## src/vdp_cmd_pkg.sv

```systemverilog
/*
  Shared definitions for the VDP command engine
  Command and operation codes, register indices, field widths, FSM states
*/
package vdp_cmd_pkg;

  // Field widths
  typedef logic [8:0]  coord_x_t;
  typedef logic [9:0]  coord_y_t;
  typedef logic [9:0]  count_t;
  typedef logic [16:0] vram_addr_t;
  typedef logic [7:0]  pixel_t;
  typedef logic [3:0]  reg_num_t;
  typedef logic [3:0]  cmd_code_t;
  typedef logic [3:0]  log_op_t;

  // Command codes, upper nibble of CMR
  localparam cmd_code_t CMD_STOP  = 4'b0000;
  localparam cmd_code_t CMD_POINT = 4'b0100;
  localparam cmd_code_t CMD_PSET  = 4'b0101;
  localparam cmd_code_t CMD_LMMV  = 4'b1000;
  localparam cmd_code_t CMD_HMMV  = 4'b1100;

  // Logical operations, lower nibble of CMR
  localparam log_op_t OP_IMP = 4'b0000;
  localparam log_op_t OP_AND = 4'b0001;
  localparam log_op_t OP_OR  = 4'b0010;
  localparam log_op_t OP_XOR = 4'b0011;
  localparam log_op_t OP_NOT = 4'b0100;
  // Set for the transparent variants
  localparam int OP_T_BIT = 3;

  // Register indices, R32 upward
  localparam reg_num_t REG_SX_L = 4'd0;
  localparam reg_num_t REG_SX_H = 4'd1;
  localparam reg_num_t REG_SY_L = 4'd2;
  localparam reg_num_t REG_SY_H = 4'd3;
  localparam reg_num_t REG_DX_L = 4'd4;
  localparam reg_num_t REG_DX_H = 4'd5;
  localparam reg_num_t REG_DY_L = 4'd6;
  localparam reg_num_t REG_DY_H = 4'd7;
  localparam reg_num_t REG_NX_L = 4'd8;
  localparam reg_num_t REG_NX_H = 4'd9;
  localparam reg_num_t REG_NY_L = 4'd10;
  localparam reg_num_t REG_NY_H = 4'd11;
  localparam reg_num_t REG_CLR  = 4'd12;
  localparam reg_num_t REG_ARG  = 4'd13;
  localparam reg_num_t REG_CMR  = 4'd14;

  // Colour masks for the logical commands
  localparam pixel_t G4_COLMASK = 8'h0F;
  localparam pixel_t G7_COLMASK = 8'hFF;

  // X counter bit set once the screen edge is passed
  localparam int X_END_BIT = 8;

  typedef enum logic [3:0] {
    IDLE,
    CHK_LOOP,
    RD_VRAM,
    WAIT_RD_VRAM,
    PRE_RD_VRAM,
    WAIT_PRE_RD_VRAM,
    WR_VRAM,
    WAIT_WR_VRAM,
    EXEC_END
  } cmd_state_t;

endpackage

```

## src/vdp_cmd_regs.sv

```systemverilog
`timescale 1ns/100ps
/*
  VDP command register file
  Host writes arrive over a toggle request/acknowledge port,
  the sequencer writes back DY, NY and the colour register
*/
module vdp_cmd_regs import vdp_cmd_pkg::*; (
  input  logic      reset,
  input  logic      clk,
  input  logic      cmd_enable,
  input  logic      reg_wr_req,
  input  reg_num_t  reg_num,
  input  pixel_t    reg_data,
  input  logic      ce,
  input  logic      line_step,
  input  coord_y_t  dy_next,
  input  count_t    ny_next,
  input  logic      clr_load,
  input  pixel_t    clr_value,
  input  pixel_t    colmask,
  output logic      reg_wr_ack,
  output coord_x_t  sx,
  output coord_x_t  dx,
  output coord_y_t  sy,
  output coord_y_t  dy,
  output count_t    nx,
  output count_t    ny,
  output pixel_t    clr,
  output log_op_t   log_op,
  output logic      dix,
  output logic      diy,
  output cmd_code_t cmd,
  output logic      cmd_start
);

  logic wr_pending;

  // Request differs from ack while a write waits
  assign wr_pending = reg_wr_req != reg_wr_ack;

  always_ff @(posedge reset or posedge clk) begin
    if (clk) begin
      reg_wr_ack <= 1'b0;
      sx         <= '0;
      dx         <= '0;
      sy         <= '0;
      dy         <= '0;
      nx         <= '0;
      ny         <= '0;
      clr        <= '0;
      log_op     <= '0;
      dix        <= 1'b0;
      diy        <= 1'b0;
      cmd        <= CMD_STOP;
      cmd_start  <= 1'b0;
    end else begin
      cmd_start <= 1'b0;
      // Row advance from the sequencer
      if (line_step) begin
        dy <= dy_next;
        ny <= ny_next;
      end
      // POINT result
      if (clr_load) begin
        clr <= clr_value;
      end
      // Host write wins over the write-back
      if (wr_pending) begin
        reg_wr_ack <= ~reg_wr_ack;
        case (reg_num)
          REG_SX_L: sx[7:0] <= reg_data;
          REG_SX_H: sx[8]   <= reg_data[0];
          REG_SY_L: sy[7:0] <= reg_data;
          REG_SY_H: sy[9:8] <= reg_data[1:0];
          REG_DX_L: dx[7:0] <= reg_data;
          REG_DX_H: dx[8]   <= reg_data[0];
          REG_DY_L: dy[7:0] <= reg_data;
          REG_DY_H: dy[9:8] <= reg_data[1:0];
          REG_NX_L: nx[7:0] <= reg_data;
          REG_NX_H: nx[9:8] <= reg_data[1:0];
          REG_NY_L: ny[7:0] <= reg_data;
          REG_NY_H: ny[9:8] <= reg_data[1:0];
          // Masked to the pixel width while a command runs
          REG_CLR:  clr <= ce ? (reg_data & colmask) : reg_data;
          REG_ARG: begin
            dix <= reg_data[2];
            diy <= reg_data[3];
          end
          REG_CMR: begin
            cmd       <= reg_data[7:4];
            log_op    <= reg_data[3:0];
            // Also aborts whatever is running
            cmd_start <= cmd_enable;
          end
          default: ;
        endcase
      end
    end
  end

  // Ack toggles only in answer to a pending host write
  ack_on_pending: assert property (@(posedge reset) disable iff (clk)
    $changed(reg_wr_ack) |-> $past(wr_pending));

endmodule

```

## src/vdp_cmd_seq.sv

```systemverilog
`timescale 1ns/100ps
/*
  VDP command sequencer
  Walks the rectangle or single pixel, runs the VRAM toggle handshake
  and writes DY, NY and the POINT colour back to the register file
*/
module vdp_cmd_seq import vdp_cmd_pkg::*; (
  input  logic       reset,
  input  logic       clk,
  input  logic       mode_graphic_4,
  input  coord_x_t   sx,
  input  coord_y_t   sy,
  input  coord_x_t   dx,
  input  coord_y_t   dy,
  input  count_t     nx,
  input  count_t     ny,
  input  logic       dix,
  input  logic       diy,
  input  cmd_code_t  cmd,
  input  logic       cmd_start,
  input  logic       vram_rd_ack,
  input  logic       vram_wr_ack,
  input  pixel_t     merged_byte,
  input  pixel_t     read_pixel,
  output logic       ce,
  output logic       vram_rd_req,
  output logic       vram_wr_req,
  output vram_addr_t vram_addr,
  output pixel_t     vram_wr_data,
  output logic       pix_x_low,
  output logic       is_byte_cmd,
  output logic       line_step,
  output coord_y_t   dy_next,
  output count_t     ny_next,
  output logic       clr_load,
  output pixel_t     clr_value
);

  cmd_state_t state;
  // One bit wider than X so the edge bit can be seen in both directions
  logic [9:0] dx_tmp;
  logic [9:0] x_step;
  count_t     nx_tmp;
  count_t     nx_count;
  coord_y_t   y_step;
  coord_x_t   acc_x;
  coord_y_t   acc_y;
  logic       initializing;
  logic       start_pend;
  logic       row_end;
  logic       rect_end;
  logic       is_draw;
  logic       rd_idle;
  logic       wr_idle;

  assign is_byte_cmd = cmd[3:2] == 2'b11;
  assign is_draw     = (cmd == CMD_POINT) || (cmd == CMD_PSET) ||
                       (cmd == CMD_LMMV) || (cmd == CMD_HMMV);
  assign rd_idle     = vram_rd_req == vram_rd_ack;
  assign wr_idle     = vram_wr_req == vram_wr_ack;

  // HMMV in Graphic 4 moves a byte, two pixels, per step
  always_comb begin
    if (is_byte_cmd && mode_graphic_4) begin
      x_step   = dix ? 10'h3FE : 10'h002;
      nx_count = {1'b0, nx[9:1]};
    end else begin
      x_step   = dix ? 10'h3FF : 10'h001;
      nx_count = nx;
    end
  end

  assign y_step   = diy ? '1 : coord_y_t'(1);
  assign row_end  = (nx_tmp == '0) || dx_tmp[X_END_BIT];
  assign rect_end = (ny == count_t'(1)) || (diy && (dy == '0));

  // Row advance written back in the CHK_LOOP cycle itself
  assign dy_next   = dy + y_step;
  assign ny_next   = ny - count_t'(1);
  assign line_step = (state == CHK_LOOP) && !initializing && row_end;

  // POINT read lands straight in the colour register
  assign clr_load  = (state == WAIT_RD_VRAM) && rd_idle;
  assign clr_value = read_pixel;

  // Byte address per mode
  always_comb begin
    if (mode_graphic_4) begin
      vram_addr = {acc_y, acc_x[7:1]};
    end else begin
      vram_addr = {acc_y[8:0], acc_x[7:0]};
    end
  end

  // Access coordinates and write data
  always_ff @(posedge reset) begin
    case (state)
      RD_VRAM: begin
        acc_x     <= sx;
        acc_y     <= sy;
        pix_x_low <= sx[0];
      end
      PRE_RD_VRAM: begin
        acc_x     <= dx_tmp[8:0];
        acc_y     <= dy;
        pix_x_low <= dx_tmp[0];
      end
      WR_VRAM: begin
        acc_x        <= dx_tmp[8:0];
        acc_y        <= dy;
        vram_wr_data <= merged_byte;
      end
      default: ;
    endcase
  end

  always_ff @(posedge reset or posedge clk) begin
    if (clk) begin
      state        <= IDLE;
      ce           <= 1'b0;
      vram_rd_req  <= 1'b0;
      vram_wr_req  <= 1'b0;
      dx_tmp       <= '0;
      nx_tmp       <= '0;
      initializing <= 1'b0;
      start_pend   <= 1'b0;
    end else if (cmd_start) begin
      // Abort, ce stays up when another drawing command follows
      state      <= IDLE;
      start_pend <= is_draw;
      ce         <= ce & is_draw;
    end else begin
      case (state)
        IDLE: begin
          // Let an aborted access finish first
          if (start_pend && rd_idle && wr_idle) begin
            start_pend   <= 1'b0;
            ce           <= 1'b1;
            dx_tmp       <= {1'b0, dx};
            nx_tmp       <= nx_count;
            initializing <= 1'b1;
            state        <= CHK_LOOP;
          end else if (!start_pend) begin
            ce <= 1'b0;
          end
        end
        CHK_LOOP: begin
          initializing <= 1'b0;
          if (!initializing && row_end) begin
            dx_tmp <= {1'b0, dx};
            nx_tmp <= nx_count;
          end
          if (!initializing && row_end && rect_end) begin
            state <= EXEC_END;
          end else begin
            case (cmd)
              CMD_HMMV:           state <= WR_VRAM;
              CMD_LMMV, CMD_PSET: state <= PRE_RD_VRAM;
              CMD_POINT:          state <= RD_VRAM;
              default:            state <= EXEC_END;
            endcase
          end
        end
        RD_VRAM: begin
          vram_rd_req <= ~vram_rd_ack;
          state       <= WAIT_RD_VRAM;
        end
        WAIT_RD_VRAM: begin
          if (rd_idle) begin
            state <= EXEC_END;
          end
        end
        PRE_RD_VRAM: begin
          vram_rd_req <= ~vram_rd_ack;
          state       <= WAIT_PRE_RD_VRAM;
        end
        WAIT_PRE_RD_VRAM: begin
          if (rd_idle) begin
            state <= WR_VRAM;
          end
        end
        WR_VRAM: begin
          vram_wr_req <= ~vram_wr_ack;
          state       <= WAIT_WR_VRAM;
        end
        WAIT_WR_VRAM: begin
          if (wr_idle) begin
            if (cmd == CMD_PSET) begin
              state <= EXEC_END;
            end else begin
              dx_tmp <= dx_tmp + x_step;
              nx_tmp <= nx_tmp - count_t'(1);
              state  <= CHK_LOOP;
            end
          end
        end
        EXEC_END: begin
          ce    <= 1'b0;
          state <= IDLE;
        end
        default: state <= IDLE;
      endcase
    end
  end

  // Reads and writes never overlap on the VRAM port
  single_access: assert property (@(posedge reset) disable iff (clk)
    rd_idle || wr_idle);

  // Busy flag covers every active state
  ce_when_busy: assert property (@(posedge reset) disable iff (clk)
    (state != IDLE) |-> ce);

endmodule

```

## src/vdp_pixel_op.sv

```systemverilog
`timescale 1ns/100ps
/*
  VDP pixel unit
  Extracts the addressed pixel, applies the logical operation
  and merges the result back into the VRAM byte
*/
module vdp_pixel_op import vdp_cmd_pkg::*; (
  input  logic    mode_graphic_4,
  input  logic    is_byte_cmd,
  input  logic    pix_x_low,
  input  log_op_t log_op,
  input  pixel_t  clr,
  input  pixel_t  rd_byte,
  output pixel_t  read_pixel,
  output pixel_t  merged_byte,
  output pixel_t  colmask
);

  log_op_t base_op;
  pixel_t  src;
  pixel_t  result;

  // Byte commands move whole bytes
  always_comb begin
    if (is_byte_cmd) begin
      colmask = 8'hFF;
    end else if (mode_graphic_4) begin
      colmask = G4_COLMASK;
    end else begin
      colmask = G7_COLMASK;
    end
  end

  // Even X sits in the high nibble
  always_comb begin
    if (mode_graphic_4) begin
      read_pixel = pix_x_low ? {4'h0, rd_byte[3:0]} : {4'h0, rd_byte[7:4]};
    end else begin
      read_pixel = rd_byte;
    end
  end

  assign base_op = {1'b0, log_op[2:0]};
  assign src     = clr & colmask;

  always_comb begin
    // Transparent with zero source keeps the destination
    if (!log_op[OP_T_BIT] || (src != '0)) begin
      case (base_op)
        OP_IMP:  result = src;
        OP_AND:  result = src & read_pixel;
        OP_OR:   result = src | read_pixel;
        OP_XOR:  result = src ^ read_pixel;
        OP_NOT:  result = ~src;
        default: result = read_pixel;
      endcase
    end else begin
      result = read_pixel;
    end
  end

  // Only the addressed nibble changes in Graphic 4
  always_comb begin
    if (is_byte_cmd) begin
      merged_byte = clr;
    end else if (mode_graphic_4) begin
      merged_byte = pix_x_low ? {rd_byte[7:4], result[3:0]} : {result[3:0], rd_byte[3:0]};
    end else begin
      merged_byte = result;
    end
  end

endmodule

```

## src/vdp_cmd_top.sv

```systemverilog
`timescale 1ns/100ps
/*
  VDP command engine top level
  Register file, sequencer and pixel unit behind two toggle handshakes
*/
module vdp_cmd_top import vdp_cmd_pkg::*; (
  input  logic       reset,
  input  logic       clk,
  input  logic       mode_graphic_4,
  input  logic       mode_graphic_7,
  input  logic       reg_wr_req,
  input  reg_num_t   reg_num,
  input  pixel_t     reg_data,
  input  logic       vram_wr_ack,
  input  logic       vram_rd_ack,
  input  pixel_t     vram_rd_data,
  output logic       reg_wr_ack,
  output logic       vram_wr_req,
  output logic       vram_rd_req,
  output vram_addr_t vram_addr,
  output pixel_t     vram_wr_data,
  output pixel_t     clr,
  output logic       ce,
  output cmd_code_t  current_command
);

  coord_x_t sx;
  coord_x_t dx;
  coord_y_t sy;
  coord_y_t dy;
  count_t   nx;
  count_t   ny;
  log_op_t  log_op;
  logic     dix;
  logic     diy;
  logic     cmd_start;
  logic     cmd_enable;
  logic     line_step;
  coord_y_t dy_next;
  count_t   ny_next;
  logic     clr_load;
  pixel_t   clr_value;
  pixel_t   colmask;
  pixel_t   merged_byte;
  pixel_t   read_pixel;
  logic     pix_x_low;
  logic     is_byte_cmd;

  // Drawing only in a bitmap mode
  assign cmd_enable = mode_graphic_4 | mode_graphic_7;

  vdp_cmd_regs u_regs (
    .reset      (reset),
    .clk        (clk),
    .cmd_enable (cmd_enable),
    .reg_wr_req (reg_wr_req),
    .reg_num    (reg_num),
    .reg_data   (reg_data),
    .ce         (ce),
    .line_step  (line_step),
    .dy_next    (dy_next),
    .ny_next    (ny_next),
    .clr_load   (clr_load),
    .clr_value  (clr_value),
    .colmask    (colmask),
    .reg_wr_ack (reg_wr_ack),
    .sx         (sx),
    .dx         (dx),
    .sy         (sy),
    .dy         (dy),
    .nx         (nx),
    .ny         (ny),
    .clr        (clr),
    .log_op     (log_op),
    .dix        (dix),
    .diy        (diy),
    .cmd        (current_command),
    .cmd_start  (cmd_start)
  );

  vdp_cmd_seq u_seq (
    .reset          (reset),
    .clk            (clk),
    .mode_graphic_4 (mode_graphic_4),
    .sx             (sx),
    .sy             (sy),
    .dx             (dx),
    .dy             (dy),
    .nx             (nx),
    .ny             (ny),
    .dix            (dix),
    .diy            (diy),
    .cmd            (current_command),
    .cmd_start      (cmd_start),
    .vram_rd_ack    (vram_rd_ack),
    .vram_wr_ack    (vram_wr_ack),
    .merged_byte    (merged_byte),
    .read_pixel     (read_pixel),
    .ce             (ce),
    .vram_rd_req    (vram_rd_req),
    .vram_wr_req    (vram_wr_req),
    .vram_addr      (vram_addr),
    .vram_wr_data   (vram_wr_data),
    .pix_x_low      (pix_x_low),
    .is_byte_cmd    (is_byte_cmd),
    .line_step      (line_step),
    .dy_next        (dy_next),
    .ny_next        (ny_next),
    .clr_load       (clr_load),
    .clr_value      (clr_value)
  );

  vdp_pixel_op u_pixel (
    .mode_graphic_4 (mode_graphic_4),
    .is_byte_cmd    (is_byte_cmd),
    .pix_x_low      (pix_x_low),
    .log_op         (log_op),
    .clr            (clr),
    .rd_byte        (vram_rd_data),
    .read_pixel     (read_pixel),
    .merged_byte    (merged_byte),
    .colmask        (colmask)
  );

endmodule

```

## config.mk

```make
export PLATFORM = sky130hd
export DESIGN_NAME = vdp_cmd_top
export DESIGN_NICKNAME = d
export VERILOG_FILES = /design/src/vdp_cmd_pkg.sv /design/src/vdp_cmd_regs.sv /design/src/vdp_cmd_seq.sv /design/src/vdp_pixel_op.sv /design/src/vdp_cmd_top.sv
export SDC_FILE = /design/constraint.sdc
export NUM_CORES = 1
export LEC_CHECK = 0
export ABC_AREA = 1
export ABC_CLOCK_PERIOD_IN_PS = 3400
export BUFFER_PORTS_ARGS = -buffer_cell sky130_fd_sc_hd__buf_2
export CAP_MARGIN = 15
export CORE_ASPECT_RATIO = 0.7
export CORE_MARGIN = 2
export CORE_UTILIZATION = 50
export CTS_CLUSTER_SIZE = 30
export DETAILED_ROUTE_END_ITERATION = 12
export PLACE_DENSITY = 0.71
export SETUP_SLACK_MARGIN = 0.3
export SYNTH_ARGS = -nofsm -noshare
export SYNTH_HDL_FRONTEND = slang
export SYNTH_SLANG_ARGS = --single-unit
```

## constraint.sdc

```tcl
create_clock -name reset -period 3.4 [get_ports reset]
set_input_delay 0.68 -clock reset [delete_from_list [all_inputs] [get_ports reset]]
set_output_delay 0.68 -clock reset [all_outputs]
set_load 0.005 [all_outputs]
```

==> run metrics <==
relative slew slack 47.3%; Leak 4.78 nW; Critical path origin u_seq.pix_x_low$_DFFE_PN_; #FFs+latches synth 132; Synth cell types 41; RR Startpoint u_seq.pix_x_low$_DFFE_PN_; Worst VDD drop 0.419 mV; DRT Pass-1 Iters 5; CTS tree done; fin crit period 2600 ps; Post-CTS Setup Bufs 0; Clock Latency Late Sink 430 ps; GRT Util Overall 28.3%; Starting Density 51.0%; share of the synthesized area in the top cell type 31.6%; Setup crit end kind register; first-pass GRT wire length 38500 µm; leading area contributor after synthesis dfrtp_1; ys async rst share 79.5%; Netlist Area Pre-Place 8310 µm²; ranking of synthesized cells by area dfrtp_1 (32%), nand2_1 (16%), edfxtp_1 (9.8%); # diodes 0; vias per cell 5.47; hold_sp reg_wr_req; layout cells sized above 1 11.8%; largest net degree at the start of global routing 106; Max-Cap Viols 0; TritonCTS buffer count 17; Final Util 57.8%; CP Max Fanout 16; post-synthesis sequential area ratio 41.4%; Syn Nets 1208; Slew Limit Fails 0; Sequential Power Share 34.3%; Clk pin slew, worst setup/hold paths 60 ps; Hold Path Class in -> reg; final hold slack 380 ps; final wirelength 23600 µm; die height 112 µm; die area 17700 µm²; Fill cells 1560; Setup crit start kind register; initial antenna violation count 0; core area 16300 µm²; number of port buffers 67; nets@finish 1268; # setup viols final 0; top post-synthesis cells by count nand2_1 (363), inv_1 (126), o21ai_0 (118); average instance area after synthesis 7.25 µm²; number of flops mapped to enable cells by yosys 27; Comb power frac 42.5%; vias 7906; YS warnings 0; final hold viol count 0; Detailed Place HPWL 17400 µm; DRT iter0 DRCs 725; fmax 384 MHz; Final Skew 7.76 ps; Primary FF master, synth dfrtp_1; Post-DRT Antenna Nets 0; Final Cycle Share 76.6%; Switching Share 43.7%; unrepaired setup endpoints after global routing no; DRC 0; P&R area growth vs syn 13.4%; post-CTS sizing 0; total global routing overflow 0; cell count after synthesis 1147; GP Congestion 1.01; DR WL/cell 16.3 µm; Least-Margin Pin Slew 788 ps; CTS root buffer clkbuf_16; Worst Path Required 3580 ps; # hold bufs at CTS 0; WS Path Type reg -> reg; Internal 4.45 mW; PwrDens 840 nW/µm²; reg-to-reg slack, setup 800 ps; Fin Setup TNS 0 ps; Net Sw Power 3.46 mW; vias in the first global route 7239; clock power share 23.2%; number of H-tree levels 4; crit path DAT 2780 ps; Site Rows 39; status completed; most common cell in the synthesized netlist nand2_1; TritonCTS Sinks 132; clock buffer depth 2; die width 158 µm; num ports 68
[kinds of logic (layout without fill, tap and decap cells)]
family          after synthesis  in the layout  share of synthesized area (%)
simple gates                571            571                           28.6
fa+ha+maj                    34             34                           5.30
buf+inv                     171            244                           8.18
flops                       132            132                           41.4
mux                           6              6                          0.813
compound gates              216            216                           13.9
xor+xnor                     17             17                           1.79
[cell type report]
type | instances | area [µm²] | area share [%]
clock buffers | 18 | 429 | 4.55
inverters | 137 | 520 | 5.52
multi-input cells | 844 | 4190 | 44.5
well taps | 225 | 282 | 2.99
clock inverters | 14 | 156 | 1.66
repair buffers | 75 | 408 | 4.33
flip-flops and latches | 132 | 3440 | 36.5
[routing by layer]
layer / routed length [µm] / GRT usage [%] / share of wire, %
met4: 452 / 8.89 / 1.9
met1: 11900 / 44.4 / 50
met5: 0 / 0 / 0
met2: 9480 / 37.9 / 40
met3: 1750 / 6.77 / 7.4
[registers in the layout (all words and copies together), names as in the netlist, 4 cells and up]
register and count:
u_regs.ny 10, u_seq.acc_y 10, u_regs.sx 8, u_regs.nx 10
u_regs.cmd 4, u_regs.dx 9, u_seq.dx_tmp 9, u_seq.nx_tmp 10
u_seq.acc_x 8, u_seq.state 4, u_regs.clr 8, u_seq.vram_wr_data 8
u_regs.sy 10, u_regs.dy 10, u_regs.log_op 4
[placed cells by master, fill, tap and decap left out, types with 3 or more instances in the layout]
cell type,instances
nand2_1,363
inv_1,125
o21ai_0,118
dfrtp_1,105
nor2_1,82
nand3_1,79
buf_2,67
a21oi_1,46
ha_1,32
edfxtp_1,27
clkbuf_16,17
nand4_1,16
o21ai_1,16
xor2_1,13
a31oi_1,10
inv_2,9
nor3_1,8
nand2_2,7
buf_4,7
o22ai_1,6
mux2_2,6
o21bai_1,5
o211ai_1,5
clkinv_4,5
xnor2_1,4
nor2_2,4
o21a_1,4
nor3_2,3
or2_2,3
clkinvlp_4,3
[worst max-delay path: stages (launching register included)]
cell      delay (ps)
edfxtp_1         470
inv_1            240
nand2_2          250
nand2_1          120
o21a_1           180
inv_1             80
ha_1             280
nand3_1          100
nand3_1          110
nor2_1           120
nand2_1           60
nand2_1           80
nand3_1           80
o211ai_1         100
nand2_1           60
[per-stage QoR]
| stage | area [µm²] | setup slack (ps) | total power [mW] | cells |
|---|---|---|---|---|
| floorplan | 8310 | 868 | 5.14 | 1147 |
| global placement | 8840 | 661 | 5.95 | 1413 |
| detailed placement | 8840 | 597 | 6.01 | 1413 |
| CTS | 9430 | 837 | 7.88 | 1445 |
| global route | 9430 | 596 | 8.56 | 1445 |
| finish | 9430 | 797 | 7.92 | 1445 |
[power groups by stage]
stage / Combinational [mW] / Clock, mW / Sequential, mW
final: 3.36 / 1.84 / 2.72
after global placement: 3.24 / 0 / 2.71
after global routing: 3.86 / 1.93 / 2.77
after detailed placement: 3.30 / 0 / 2.71
after floorplan: 2.59 / 0 / 2.55
after CTS: 3.33 / 1.85 / 2.69
[worst paths after layout]
path / endpoint / depth (start not counted)
max reg2reg: u_seq.vram_wr_data[3]$_DFFE_PP_ / 14
min in group asynchronous: u_regs.ny[0]$_DFF_PP0_ / 3
max: u_seq.vram_wr_data[3]$_DFFE_PP_ / 14
max in group asynchronous: u_seq.state[0]$_DFFE_PP0P_ / 3
min: u_regs.reg_wr_ack$_DFFE_PP0N_ / 1
min reg2reg: u_regs.sx[7]$_DFFE_PP0P_ / 2
(Power assumes the default switching activity.)
